## src/rtl/enemyPkg.sv

```systemverilog
// Shared constants and types for the enemy subsystem
// Screen is 320x240 with the origin at the top left, sprites are 26x26
// Sprite memory holds 12 frames, 3 per facing direction

package enemyPkg;

    localparam int coordW = 9;                       // Screen coordinate width
    localparam int addrW = 13;                       // Sprite memory address width
    localparam int cfgW = 8;                         // Width of config registers

    localparam logic [coordW-1:0] xMin = 9'd0;
    localparam logic [coordW-1:0] xMax = 9'd319;
    localparam logic [coordW-1:0] yMin = 9'd0;
    localparam logic [coordW-1:0] yMax = 9'd239;

    localparam logic [coordW-1:0] spriteW = 9'd26;
    localparam logic [coordW-1:0] spriteH = 9'd26;
    localparam logic [addrW-1:0] frameWords = addrW'(spriteW) * addrW'(spriteH);

    localparam logic [cfgW-1:0] divReset = 8'd4;     // Frame edges per move
    localparam logic [cfgW-1:0] stepReset = 8'd1;    // Pixels per move

    // Facing direction, also the frame group in sprite memory
    typedef enum logic [1:0] {
        dirDown = 2'd0,
        dirLeft = 2'd1,
        dirUp = 2'd2,
        dirRight = 2'd3
    } dir_t;

    // Reset corner, enemy centred at 100*(id+1), 60*(id+1)
    function automatic logic [coordW-1:0] startX(input int id);
        return coordW'(100 * (id + 1)) - spriteW / 2;
    endfunction

    function automatic logic [coordW-1:0] startY(input int id);
        return coordW'(60 * (id + 1)) - spriteH / 2;
    endfunction

endpackage

```

## src/rtl/enemyStateIf.sv

```systemverilog
// State of one enemy as seen by the renderer
// Owned by exactly one chaser, read by the renderer only

interface enemyStateIf;

    logic [enemyPkg::coordW-1:0] xPos;   // Top left corner
    logic [enemyPkg::coordW-1:0] yPos;
    enemyPkg::dir_t dir;
    logic [1:0] step;                    // Walk step, picks animation frame

    modport owner (output xPos, yPos, dir, step);

    modport viewer (input xPos, yPos, dir, step);

endinterface

```

## src/rtl/chaseConfig.sv

```systemverilog
// Run-time pace settings for the chase
// cfgAddr 0 writes the frame divider, 1 writes the step size
// A divider of 0 is stored as 1, a step of 0 freezes the enemies

module chaseConfig (
    input  logic                      Clk,
    input  logic                      arstN,
    input  logic                      cfgWrite,
    input  logic                      cfgAddr,
    input  logic [enemyPkg::cfgW-1:0] cfgData,
    output logic [enemyPkg::cfgW-1:0] divider,
    output logic [enemyPkg::cfgW-1:0] stepSize
);

    always_ff @(posedge Clk or negedge arstN) begin
        if (!arstN) begin
            divider <= enemyPkg::divReset;
            stepSize <= enemyPkg::stepReset;
        end else if (cfgWrite) begin
            if (cfgAddr) begin
                stepSize <= cfgData;
            end else if (cfgData == '0) begin
                divider <= 8'd1;          // Never divide by zero
            end else begin
                divider <= cfgData;
            end
        end
    end

endmodule

```

## src/rtl/enemyChaser.sv

```systemverilog
// One enemy chasing the player, one axis step per move tick
// X is closed first, then Y; the box stops at the screen edge
// Left and up steps larger than the distance to 0 wrap around

module enemyChaser #(
    parameter int id = 0
) (
    input  logic                        Clk,
    input  logic                        arstN,
    input  logic                        moveTick,
    input  logic [enemyPkg::coordW-1:0] playerX,
    input  logic [enemyPkg::coordW-1:0] playerY,
    input  logic [enemyPkg::cfgW-1:0]   stepSize,
    enemyStateIf.owner                  state
);

    logic [enemyPkg::coordW-1:0] xPos;
    logic [enemyPkg::coordW-1:0] yPos;
    logic [enemyPkg::coordW-1:0] xNext;
    logic [enemyPkg::coordW-1:0] yNext;
    logic [enemyPkg::coordW-1:0] stepExt;
    enemyPkg::dir_t dir;
    enemyPkg::dir_t dirNext;
    logic moved;                                    // Step actually taken
    logic [1:0] step;

    assign stepExt = {1'b0, stepSize};

    // Chase decision, first matching rule wins
    always_comb begin
        xNext = xPos;
        yNext = yPos;
        dirNext = dir;
        moved = 1'b0;
        if (xPos < playerX) begin
            dirNext = enemyPkg::dirRight;
            if (xPos + enemyPkg::spriteW < enemyPkg::xMax) begin
                xNext = xPos + stepExt;
                moved = 1'b1;
            end
        end else if (xPos > playerX) begin
            dirNext = enemyPkg::dirLeft;
            if (xPos > enemyPkg::xMin) begin
                xNext = xPos - stepExt;
                moved = 1'b1;
            end
        end else if (yPos < playerY) begin
            dirNext = enemyPkg::dirDown;
            if (yPos + enemyPkg::spriteH < enemyPkg::yMax) begin
                yNext = yPos + stepExt;
                moved = 1'b1;
            end
        end else if (yPos > playerY) begin
            dirNext = enemyPkg::dirUp;
            if (yPos > enemyPkg::yMin) begin
                yNext = yPos - stepExt;
                moved = 1'b1;
            end
        end
    end

    always_ff @(posedge Clk or negedge arstN) begin
        if (!arstN) begin
            xPos <= enemyPkg::startX(id);
            yPos <= enemyPkg::startY(id);
            dir <= enemyPkg::dirDown;
        end else if (moveTick) begin
            xPos <= xNext;
            yPos <= yNext;
            dir <= dirNext;
        end
    end

    walkAnimator walk (
        .Clk     (Clk),
        .arstN   (arstN),
        .moveTick(moveTick),
        .moved   (moved),
        .step    (step)
    );

    assign state.xPos = xPos;
    assign state.yPos = yPos;
    assign state.dir = dir;
    assign state.step = step;

endmodule

```

## src/rtl/enemyField.sv

```systemverilog
// Top level of the enemy subsystem, 1 to 3 enemies
// All inputs are synchronous to Clk except frameClk
// objAddress indexes a 12-frame sprite memory outside this block

module enemyField #(
    parameter int numEnemies = 3
) (
    input  logic                        Clk,
    input  logic                        arstN,
    input  logic                        frameClk,
    input  logic [enemyPkg::coordW-1:0] playerX,
    input  logic [enemyPkg::coordW-1:0] playerY,
    input  logic [enemyPkg::coordW-1:0] pixelX,
    input  logic [enemyPkg::coordW-1:0] pixelY,
    input  logic                        cfgWrite,
    input  logic                        cfgAddr,
    input  logic [enemyPkg::cfgW-1:0]   cfgData,
    output logic                        isObj,
    output logic [1:0]                  objIndex,
    output logic [enemyPkg::addrW-1:0]  objAddress
);

    logic [enemyPkg::cfgW-1:0] divider;
    logic [enemyPkg::cfgW-1:0] stepSize;
    logic moveTick;

    enemyStateIf enemyState [numEnemies] ();

    chaseConfig config0 (
        .Clk     (Clk),
        .arstN   (arstN),
        .cfgWrite(cfgWrite),
        .cfgAddr (cfgAddr),
        .cfgData (cfgData),
        .divider (divider),
        .stepSize(stepSize)
    );

    frameTick tick (
        .Clk     (Clk),
        .arstN   (arstN),
        .frameClk(frameClk),
        .divider (divider),
        .moveTick(moveTick)
    );

    for (genvar i = 0; i < numEnemies; i++) begin : chasers
        enemyChaser #(.id(i)) chaser (
            .Clk     (Clk),
            .arstN   (arstN),
            .moveTick(moveTick),
            .playerX (playerX),
            .playerY (playerY),
            .stepSize(stepSize),
            .state   (enemyState[i])
        );
    end

    spriteRender #(.numEnemies(numEnemies)) render (
        .pixelX    (pixelX),
        .pixelY    (pixelY),
        .states    (enemyState),
        .isObj     (isObj),
        .objIndex  (objIndex),
        .objAddress(objAddress)
    );

endmodule

```

## src/rtl/frameTick.sv

```systemverilog
// Turns the frame clock level into a one-cycle move tick
// frameClk may be asynchronous, it passes one sync flop
// moveTick rises 3 clocks after frameClk is first sampled high

module frameTick (
    input  logic                      Clk,
    input  logic                      arstN,
    input  logic                      frameClk,
    input  logic [enemyPkg::cfgW-1:0] divider,
    output logic                      moveTick
);

    logic syncQ;                              // Sampled frame clock
    logic prevQ;
    logic edgeQ;                              // Registered rising edge
    logic lastEdge;                           // Divider-th edge seen
    logic [enemyPkg::cfgW-1:0] edgeCnt;

    always_ff @(posedge Clk or negedge arstN) begin
        if (!arstN) begin
            syncQ <= 1'b0;
            prevQ <= 1'b0;
            edgeQ <= 1'b0;
            lastEdge <= 1'b0;
            edgeCnt <= '0;
            moveTick <= 1'b0;
        end else begin
            syncQ <= frameClk;
            prevQ <= syncQ;
            edgeQ <= syncQ & ~prevQ;
            lastEdge <= 1'b0;
            moveTick <= lastEdge;
            if (edgeQ) begin
                // Wrap also when divider dropped below the count
                if ({1'b0, edgeCnt} + 9'd1 >= {1'b0, divider}) begin
                    edgeCnt <= '0;
                    lastEdge <= 1'b1;
                end else begin
                    edgeCnt <= edgeCnt + 8'd1;
                end
            end
        end
    end

endmodule

```

## src/rtl/spriteRender.sv

```systemverilog
// Pixel hit test over all enemies, purely combinational
// Lowest enemy index wins where boxes overlap
// Outputs are all zero when no enemy covers the pixel

module spriteRender #(
    parameter int numEnemies = 3
) (
    input  logic [enemyPkg::coordW-1:0] pixelX,
    input  logic [enemyPkg::coordW-1:0] pixelY,
    enemyStateIf.viewer                 states [numEnemies],
    output logic                        isObj,
    output logic [1:0]                  objIndex,
    output logic [enemyPkg::addrW-1:0]  objAddress
);

    logic [numEnemies-1:0] hit;
    logic [enemyPkg::addrW-1:0] addr [numEnemies];

    for (genvar i = 0; i < numEnemies; i++) begin : perEnemy
        logic [enemyPkg::addrW-1:0] dx;            // Offset inside the sprite
        logic [enemyPkg::addrW-1:0] dy;
        logic [3:0] frame;

        assign hit[i] = (pixelX >= states[i].xPos)
                     && (pixelX < states[i].xPos + enemyPkg::spriteW)
                     && (pixelY >= states[i].yPos)
                     && (pixelY < states[i].yPos + enemyPkg::spriteH);

        assign dx = enemyPkg::addrW'(pixelX - states[i].xPos);
        assign dy = enemyPkg::addrW'(pixelY - states[i].yPos);

        // Standing frame on even steps, walk frames 1 and 2 on odd steps
        assign frame = states[i].step[0]
                     ? 4'(3 * states[i].dir) + 4'd1 + 4'(states[i].step[1])
                     : 4'(3 * states[i].dir);

        assign addr[i] = dx + dy * enemyPkg::addrW'(enemyPkg::spriteW)
                       + enemyPkg::frameWords * enemyPkg::addrW'(frame);
    end

    always_comb begin
        isObj = 1'b0;
        objIndex = 2'd0;
        objAddress = '0;
        // Walk down so the lowest index is applied last
        for (int i = numEnemies - 1; i >= 0; i--) begin
            if (hit[i]) begin
                isObj = 1'b1;
                objIndex = 2'(i);
                objAddress = addr[i];
            end
        end
    end

endmodule

```

## src/rtl/walkAnimator.sv

```systemverilog
// Walk-step counter of one enemy
// Counts up while the enemy walks, back to 0 when it stands

module walkAnimator (
    input  logic       Clk,
    input  logic       arstN,
    input  logic       moveTick,
    input  logic       moved,
    output logic [1:0] step
);

    always_ff @(posedge Clk or negedge arstN) begin
        if (!arstN) begin
            step <= 2'd0;
        end else if (moveTick) begin
            if (moved) begin
                step <= step + 2'd1;   // Cycles through 4 walk phases
            end else begin
                step <= 2'd0;          // Standing frame
            end
        end
    end

endmodule

```

## config.mk

```make
export PLATFORM = sky130hd
export DESIGN_NAME = enemyField
export DESIGN_NICKNAME = d
export VERILOG_FILES = /design/src/rtl/enemyPkg.sv /design/src/rtl/enemyStateIf.sv /design/src/rtl/chaseConfig.sv /design/src/rtl/enemyChaser.sv /design/src/rtl/enemyField.sv /design/src/rtl/frameTick.sv /design/src/rtl/spriteRender.sv /design/src/rtl/walkAnimator.sv
export SDC_FILE = /design/constraint.sdc
export NUM_CORES = 1
export LEC_CHECK = 0
export BUFFER_PORTS_ARGS = -buffer_cell sky130_fd_sc_hd__buf_4
export CAP_MARGIN = 30
export CELL_PAD_IN_SITES_DETAIL_PLACEMENT = 0
export CELL_PAD_IN_SITES_GLOBAL_PLACEMENT = 1
export CORE_UTILIZATION = 50
export DETAILED_ROUTE_END_ITERATION = 7
export GPL_ROUTABILITY_DRIVEN = 0
export PLACE_DENSITY_LB_ADDON = 0.1
export SETUP_SLACK_MARGIN = 0.2
export SLEW_MARGIN = 20
export SYNTH_ARGS = -nofsm -noshare
export SYNTH_HDL_FRONTEND = slang
export SYNTH_SLANG_ARGS = --single-unit
export TNS_END_PERCENT = 20
```

## constraint.sdc

```tcl
create_clock -name Clk -period 11.8 [get_ports Clk]
set_input_delay 2.95 -clock Clk [delete_from_list [all_inputs] [get_ports Clk]]
set_output_delay 2.95 -clock Clk [all_outputs]
set_load 0.02 [all_outputs]
```

### After elaboration in Yosys (flattened, before gate mapping)

Index checks and enable logic that the tools add are counted.

| cells by class | value |
|---|---|
| mux-type cells | 79 |
| $add $sub $neg | 41 |
| reduce and logical (&&, ||, !) cells | 36 |
| bitwise logic cells | 9 |
| eq/ne operators | 6 |
| $lt $le $gt $ge | 37 |
| $mul | 9 |

Operators with widths:

| cell | number |
|---|---|
| $mux 9 | 24 |
| $lt 9x9->1 | 12 |
| $add 13x13->13 | 6 |
| $sub 9x9->10 | 6 |
| $add 9x5->9 const B | 6 |
| $add 9x8->9 | 6 |
| $ge 9x9->1 | 6 |
| $gt 9x1->1 const B | 6 |
| $gt 9x9->1 | 6 |
| $sub 9x8->9 | 6 |
| $mul 13x4->12 const B | 3 |
| $mux 13 | 3 |
| $mux 2 | 18 |
| $mul 8x4->11 const A | 3 |
| $mux 1 | 29 |
| $lt 9x8->1 const B | 3 |
| $lt 9x9->1 const B | 3 |
| $reduce_bool 2->1 | 12 |
| $reduce_and 6->1 | 3 |
| $mux 8 | 2 |
| $add 4x1->4 | 3 |
| $add 4x1->4 const B | 3 |
| $mul 2x2->4 const A | 3 |
| $mux 4 | 3 |
| 12 further kinds | 42 |

| word-level totals | value |
|---|---|
| output and inout bits | 16 |
| register bits | 95 |

### Depth between registers and ports, before layout

| logic depth | value |
|---|---|
| word-level depth | 9 |
| mapped depth | 29 |
| mapped depth without buffers | 29 |

### Modules after synthesis

Synthesis repeated with hierarchy kept, for this count alone.

| second synthesis, totals | value |
|---|---|
| cells, all modules | 2093 |
| area, all modules | 17815.8 µm² |

Modules (own cells, without submodules):

| module | times used | cells each | area each (µm²) |
|---|---|---|---|
| spriteRender | 1 | 1144 | 9207.6 |
| enemyChaser at chasers[1].chaser | 1 | 264 | 2293.4 |
| enemyChaser at chasers[0].chaser | 1 | 264 | 2292.2 |
| enemyChaser at chasers[2].chaser | 1 | 275 | 2284.7 |
| frameTick | 1 | 83 | 803.3 |
| chaseConfig | 1 | 39 | 656.9 |
| walkAnimator | 3 | 8 | 92.6 |

### Worst setup path before layout

No wires, ideal clock.

| timing path | value |
|---|---|
| path type | input to output |
| start | in pixelY[0] in the netlist's numbering |
| end | out objAddress[11] in the netlist's numbering |
| data arrival time | 7.981 ns |
| required time | 8.850 ns |
| path slack | 0.869 ns |
| stages on the path | 22 |
| buffers on the path | 0 |
| cells stage by stage | inv_1 > ha_1 > inv_1 > fa_1 > a21o_1 > a21oi_2 > xnor2_1 > inv_1 > fa_1 > inv_1 > fa_1 > a21o_1 > a21oi_1 > xnor2_1 > fa_1 > ha_1 > or4_1 > a31o_2 > a21oi_1 > xnor2_1 > a22oi_1 > mux2i_1 |

| between the ends | value |
|---|---|
| cells in the longest elaborated chain, start to end | 7 |

Ends and longest elaborated chain:

| what | RTL line | source |
|---|---|---|
| from (decl) | enemyField.sv:14 | `input logic [enemyPkg::coordW-1:0] pixelY,` |
| $sub 9x9->10 | spriteRender.sv:30 | `assign dy = enemyPkg::addrW'(pixelY - states[i].yPos);` |
| $mul 13x4->12 | spriteRender.sv:37 | `assign addr[i] = dx + dy * enemyPkg::addrW'(enemyPkg::spriteW)` |
| $add 13x13->13 | spriteRender.sv:37 |  |
| $add 13x13->13 | spriteRender.sv:38 | `+ enemyPkg::frameWords * enemyPkg::addrW'(frame);` |
| $mux 13 (2 in series) | spriteRender.sv:47 | `if (hit[i]) begin` |
| $mux 13 * | spriteRender.sv:47 |  |
| to (decl) | enemyField.sv:20 | `output logic [enemyPkg::addrW-1:0] objAddress` |

Every way passes the cells marked *; elsewhere a longest branch is shown, timed or not.

### Worst setup path after layout

| timing path | value |
|---|---|
| start | in pixelY[1] in the netlist's numbering |
| end | out objAddress[12] in the netlist's numbering |

Same word-level chain as after synthesis.

==> metrics <==
status=completed; register-to-register setup slack=~7400 ps; largest net degree at the start of global routing=53; wire length of the first global-routing pass=71400 um; x dimension of the die=approximately 190 um; worst path required time=8850 ps; Sum Neg Setup Slack=0 ps; net count of the finished layout=between 2000 and 2500; Achievable Freq=a little under 0.09 GHz; first-iteration detailed-routing DRC count=520; First-pass DRT Iterations=5; Setup crit start kind=input pin; number of buffers added by the clock tree synthesis step=9; Top-Level Pins=65; pin slew with the least headroom to its limit=between 1000 and 1500 ps; number of setup violations in the final report=0; CTS clock-pin slew for the worst setup and hold paths=approximately 80 ps; clock latency on the worst-skew pair=roughly 370 ps; number of input and output port buffers inserted=64; Max-slew headroom=around a quarter; Cells after Synth=1973; Syn Nets=between 2000 and 2500; share of synthesized registers carrying an async set or reset=100%; die outline area=about 35000 um2; Final Hold Vio Count=0; RSZ-0062 raised after global routing=yes; crit path max fanout=9; die boundary height=186 um; Synth cell types=between 70 and 80; Site Rows=67; number of enable flip-flop cells after synthesis=0; Total Wirelength=between 40000 and 50000 um; cell with the largest stage delay on the worst path=fa_1; post-route fraction of the period consumed by the critical path=between 90% and 100%; cell occurring most often along the worst timing path=xnor2_1; post-synthesis average cell area=about 8.6 um2; post-layout min period=~11000 ps; clock tree from TritonCTS=done; area of the core region=between 30000 and 40000 um2; number of filler cells placed in the layout=approximately 3100; share of cells above drive strength 1=9.45%; Remaining Overflow, GRT=0; detailed-route via count=~14000; critical path arrival=8350 ps; Clock H-tree levels=3; Tightest Hold Check Type=register to register; Detail Placement HPWL=38000 um; max-slew violation total from the final report=0; number of synthesis warnings=0; DRC violation count after routing=0; buffers from clock root to sink, at most=2; via density per instance=roughly 5.5; start-to-end type of the worst setup path=input pin to primary output; area growth from synthesis to layout=8.27%; synthesized area=17000 um2; post-synthesis register bit count=95; number of antenna violations at the first check in global routing=0; via count of the first global-routing pass=~14000; count of max-cap constraint violations=0; CP bufs+invs=5; number of antenna-violating nets in the routed design=0; critical path's largest stage delay=500 ps; ANT cells=0; gr usage total=26.6%; share of synthesized area occupied by flip-flops and latches=between 10% and 20%; Setup crit end kind=primary output; family with the most delay on the worst path=adder cells; average wire length per cell after detail routing=18.0 um; initial cell density of the core=approximately half; top flip-flop cell by instance count after synthesis=dfrtp_1; worst clock skew on the final layout=approximately 14 ps; Sink Count=95; master cell of the clock root buffer=clkbuf_16
synth_stat cells (9+ instances only):
master	n	area, um2
o21ai_0	93	465
a31oi_1	11	68.8
nand2_1	156	586
dfrtp_1	61	1530
or3_1	20	125
nor2b_1	25	156
o41ai_1	9	78.8
buf_2	10	50.1
nand3_1	22	110
o211ai_1	9	67.6
o21bai_1	14	105
nand4_1	26	163
nor2_1	103	387
nand2b_1	12	75.1
o21a_1	22	165
a21o_1	95	713
fa_1	71	1420
mux2_2	22	248
mux2i_1	11	110
ha_1	352	4400
dfstp_2	34	893
inv_1	238	893
o21ai_1	24	120
clkbuf_1	15	56.3
nor3_1	33	165
xnor2_1	150	1310
a21oi_1	101	505
xor2_1	99	867
state kept, by name, summed over array words and instances, names as in the netlist:
| signal | flops |
|---|---|
| chasers.chaser.state.xPos | 27 |
| chasers.chaser.state.yPos | 27 |
| config0.divider | 8 |
| config0.stepSize | 8 |
| tick.edgeCnt | 8 |
| chasers.chaser.state.dir | 6 |
| chasers.chaser.walk.step | 6 |
| tick.edgeQ | 1 |
| tick.lastEdge | 1 |
| tick.moveTick | 1 |
| tick.prevQ | 1 |
| tick.syncQ | 1 |
layout by cell type (no fill, tap or decap), drive strengths merged, types with 5 or more instances in the layout:
| master | n |
|---|---|
| ha | 352 |
| inv | 239 |
| nand2 | 158 |
| xnor2 | 150 |
| o21ai | 117 |
| nor2 | 105 |
| a21oi | 102 |
| xor2 | 99 |
| a21o | 95 |
| buf | 75 |
| fa | 71 |
| dfrtp | 61 |
| nor3 | 38 |
| dfstp | 34 |
| nand4 | 26 |
| nor2b | 25 |
| mux2 | 23 |
| o21a | 22 |
| nand3 | 22 |
| or3 | 20 |
| o21bai | 14 |
| nand2b | 13 |
| a31oi | 12 |
| mux2i | 11 |
| o211ai | 11 |
| clkbuf | 11 |
| o41ai | 9 |
| and3 | 8 |
| a22oi | 8 |
| nor4 | 8 |
| a211oi | 7 |
| or4 | 6 |
| nor3b | 6 |
| a21boi | 6 |
| or2 | 5 |
| a2111oi | 5 |
path summary, 6_finish.rpt:
check	start	cells past startpoint	to
max	pixelY[1]	29	objAddress[12]
max in group asynchronous	arstN	2	chasers[0].chaser.state.xPos[5]
min in group asynchronous	arstN	1	chasers[1].chaser.state.yPos[2]
min reg2reg	tick.lastEdge	0	tick.moveTick
min	tick.lastEdge	0	tick.moveTick
max reg2reg	chasers[0].chaser.state.yPos[1]	16	chasers[0].chaser.state.yPos[7]
worst reg2reg max path: cells and delay by family (launching register included):
kind / cells / cell delay (ps)
muxes: 1 / 550
xor gates and xnor gates: 1 / 170
adders and majority gates: 2 / 610
DFF: 1 / 660
and+or+nand+nor: 2 / 620
AOI/OAI and AO/OA: 10 / 1650
through the flow:
| step | cell area (um2) | cells | setup WS (ps) | hold slack, ps | utilization (%) |
|---|---|---|---|---|---|
| 2_1_floorplan | 17000 | 1973 | 869 | 331 | - |
| 3_3_place_gp | 17900 | 2456 | 354 | 335 | 53.4 |
| 3_5_place_dp | 17900 | 2456 | 270 | 345 | 53.4 |
| 4_1_cts | 18200 | 2472 | 271 | 362 | 54.4 |
| 5_1_grt | 18400 | 2479 | 128 | 376 | 55.0 |
| 6_report | 18400 | 2479 | 505 | 363 | 55.0 |
logic make-up (layout without fill, tap and decap cells):
kind of cell / count (synthesis) / in the layout / share of synthesized area [%]
AND/OR/NAND/NOR: 452 / 452 / 12.8
AO/OA/AOI/OAI: 448 / 448 / 17.3
adder cells (fa/ha/maj): 423 / 423 / 34.3
buffers and inverters: 272 / 330 / 6.32
XOR/XNOR: 249 / 249 / 12.8
flip-flops: 95 / 95 / 14.3
multiplexers: 34 / 34 / 2.17
timing repair:
action | CTS | global route
setup buffers | 0 | 5
setup endpoints to repair | 0 | 2
gates resized for setup | 0 | 31
hold buffers | 0 | 0
per-layer routing:
metal | wire length, um | GRT usage, % | up-vias
met1 | 21400 | 35.4 | 6475
met4 | 852 | 6.72 | 0
li1 | - | - | 6971
met3 | 979 | 1.87 | 50
met2 | 21400 | 46.7 | 205
met5 | 0 | 0 | -
layout make-up:
class	instances	area [um2]	share of cell area, %
clock inverters	5	82.6	0.449
inverters	239	897	4.88
multi-input cells	1606	13600	74.1
clock buffers	11	233	1.27
flip-flops and latches	95	2420	13.2
repair buffers	75	563	3.06
well taps	448	561	3.05
Power is left out: the tool's default activity adds up to more than one toggle a clock period on the data nets, which glitch-free logic cannot reach.
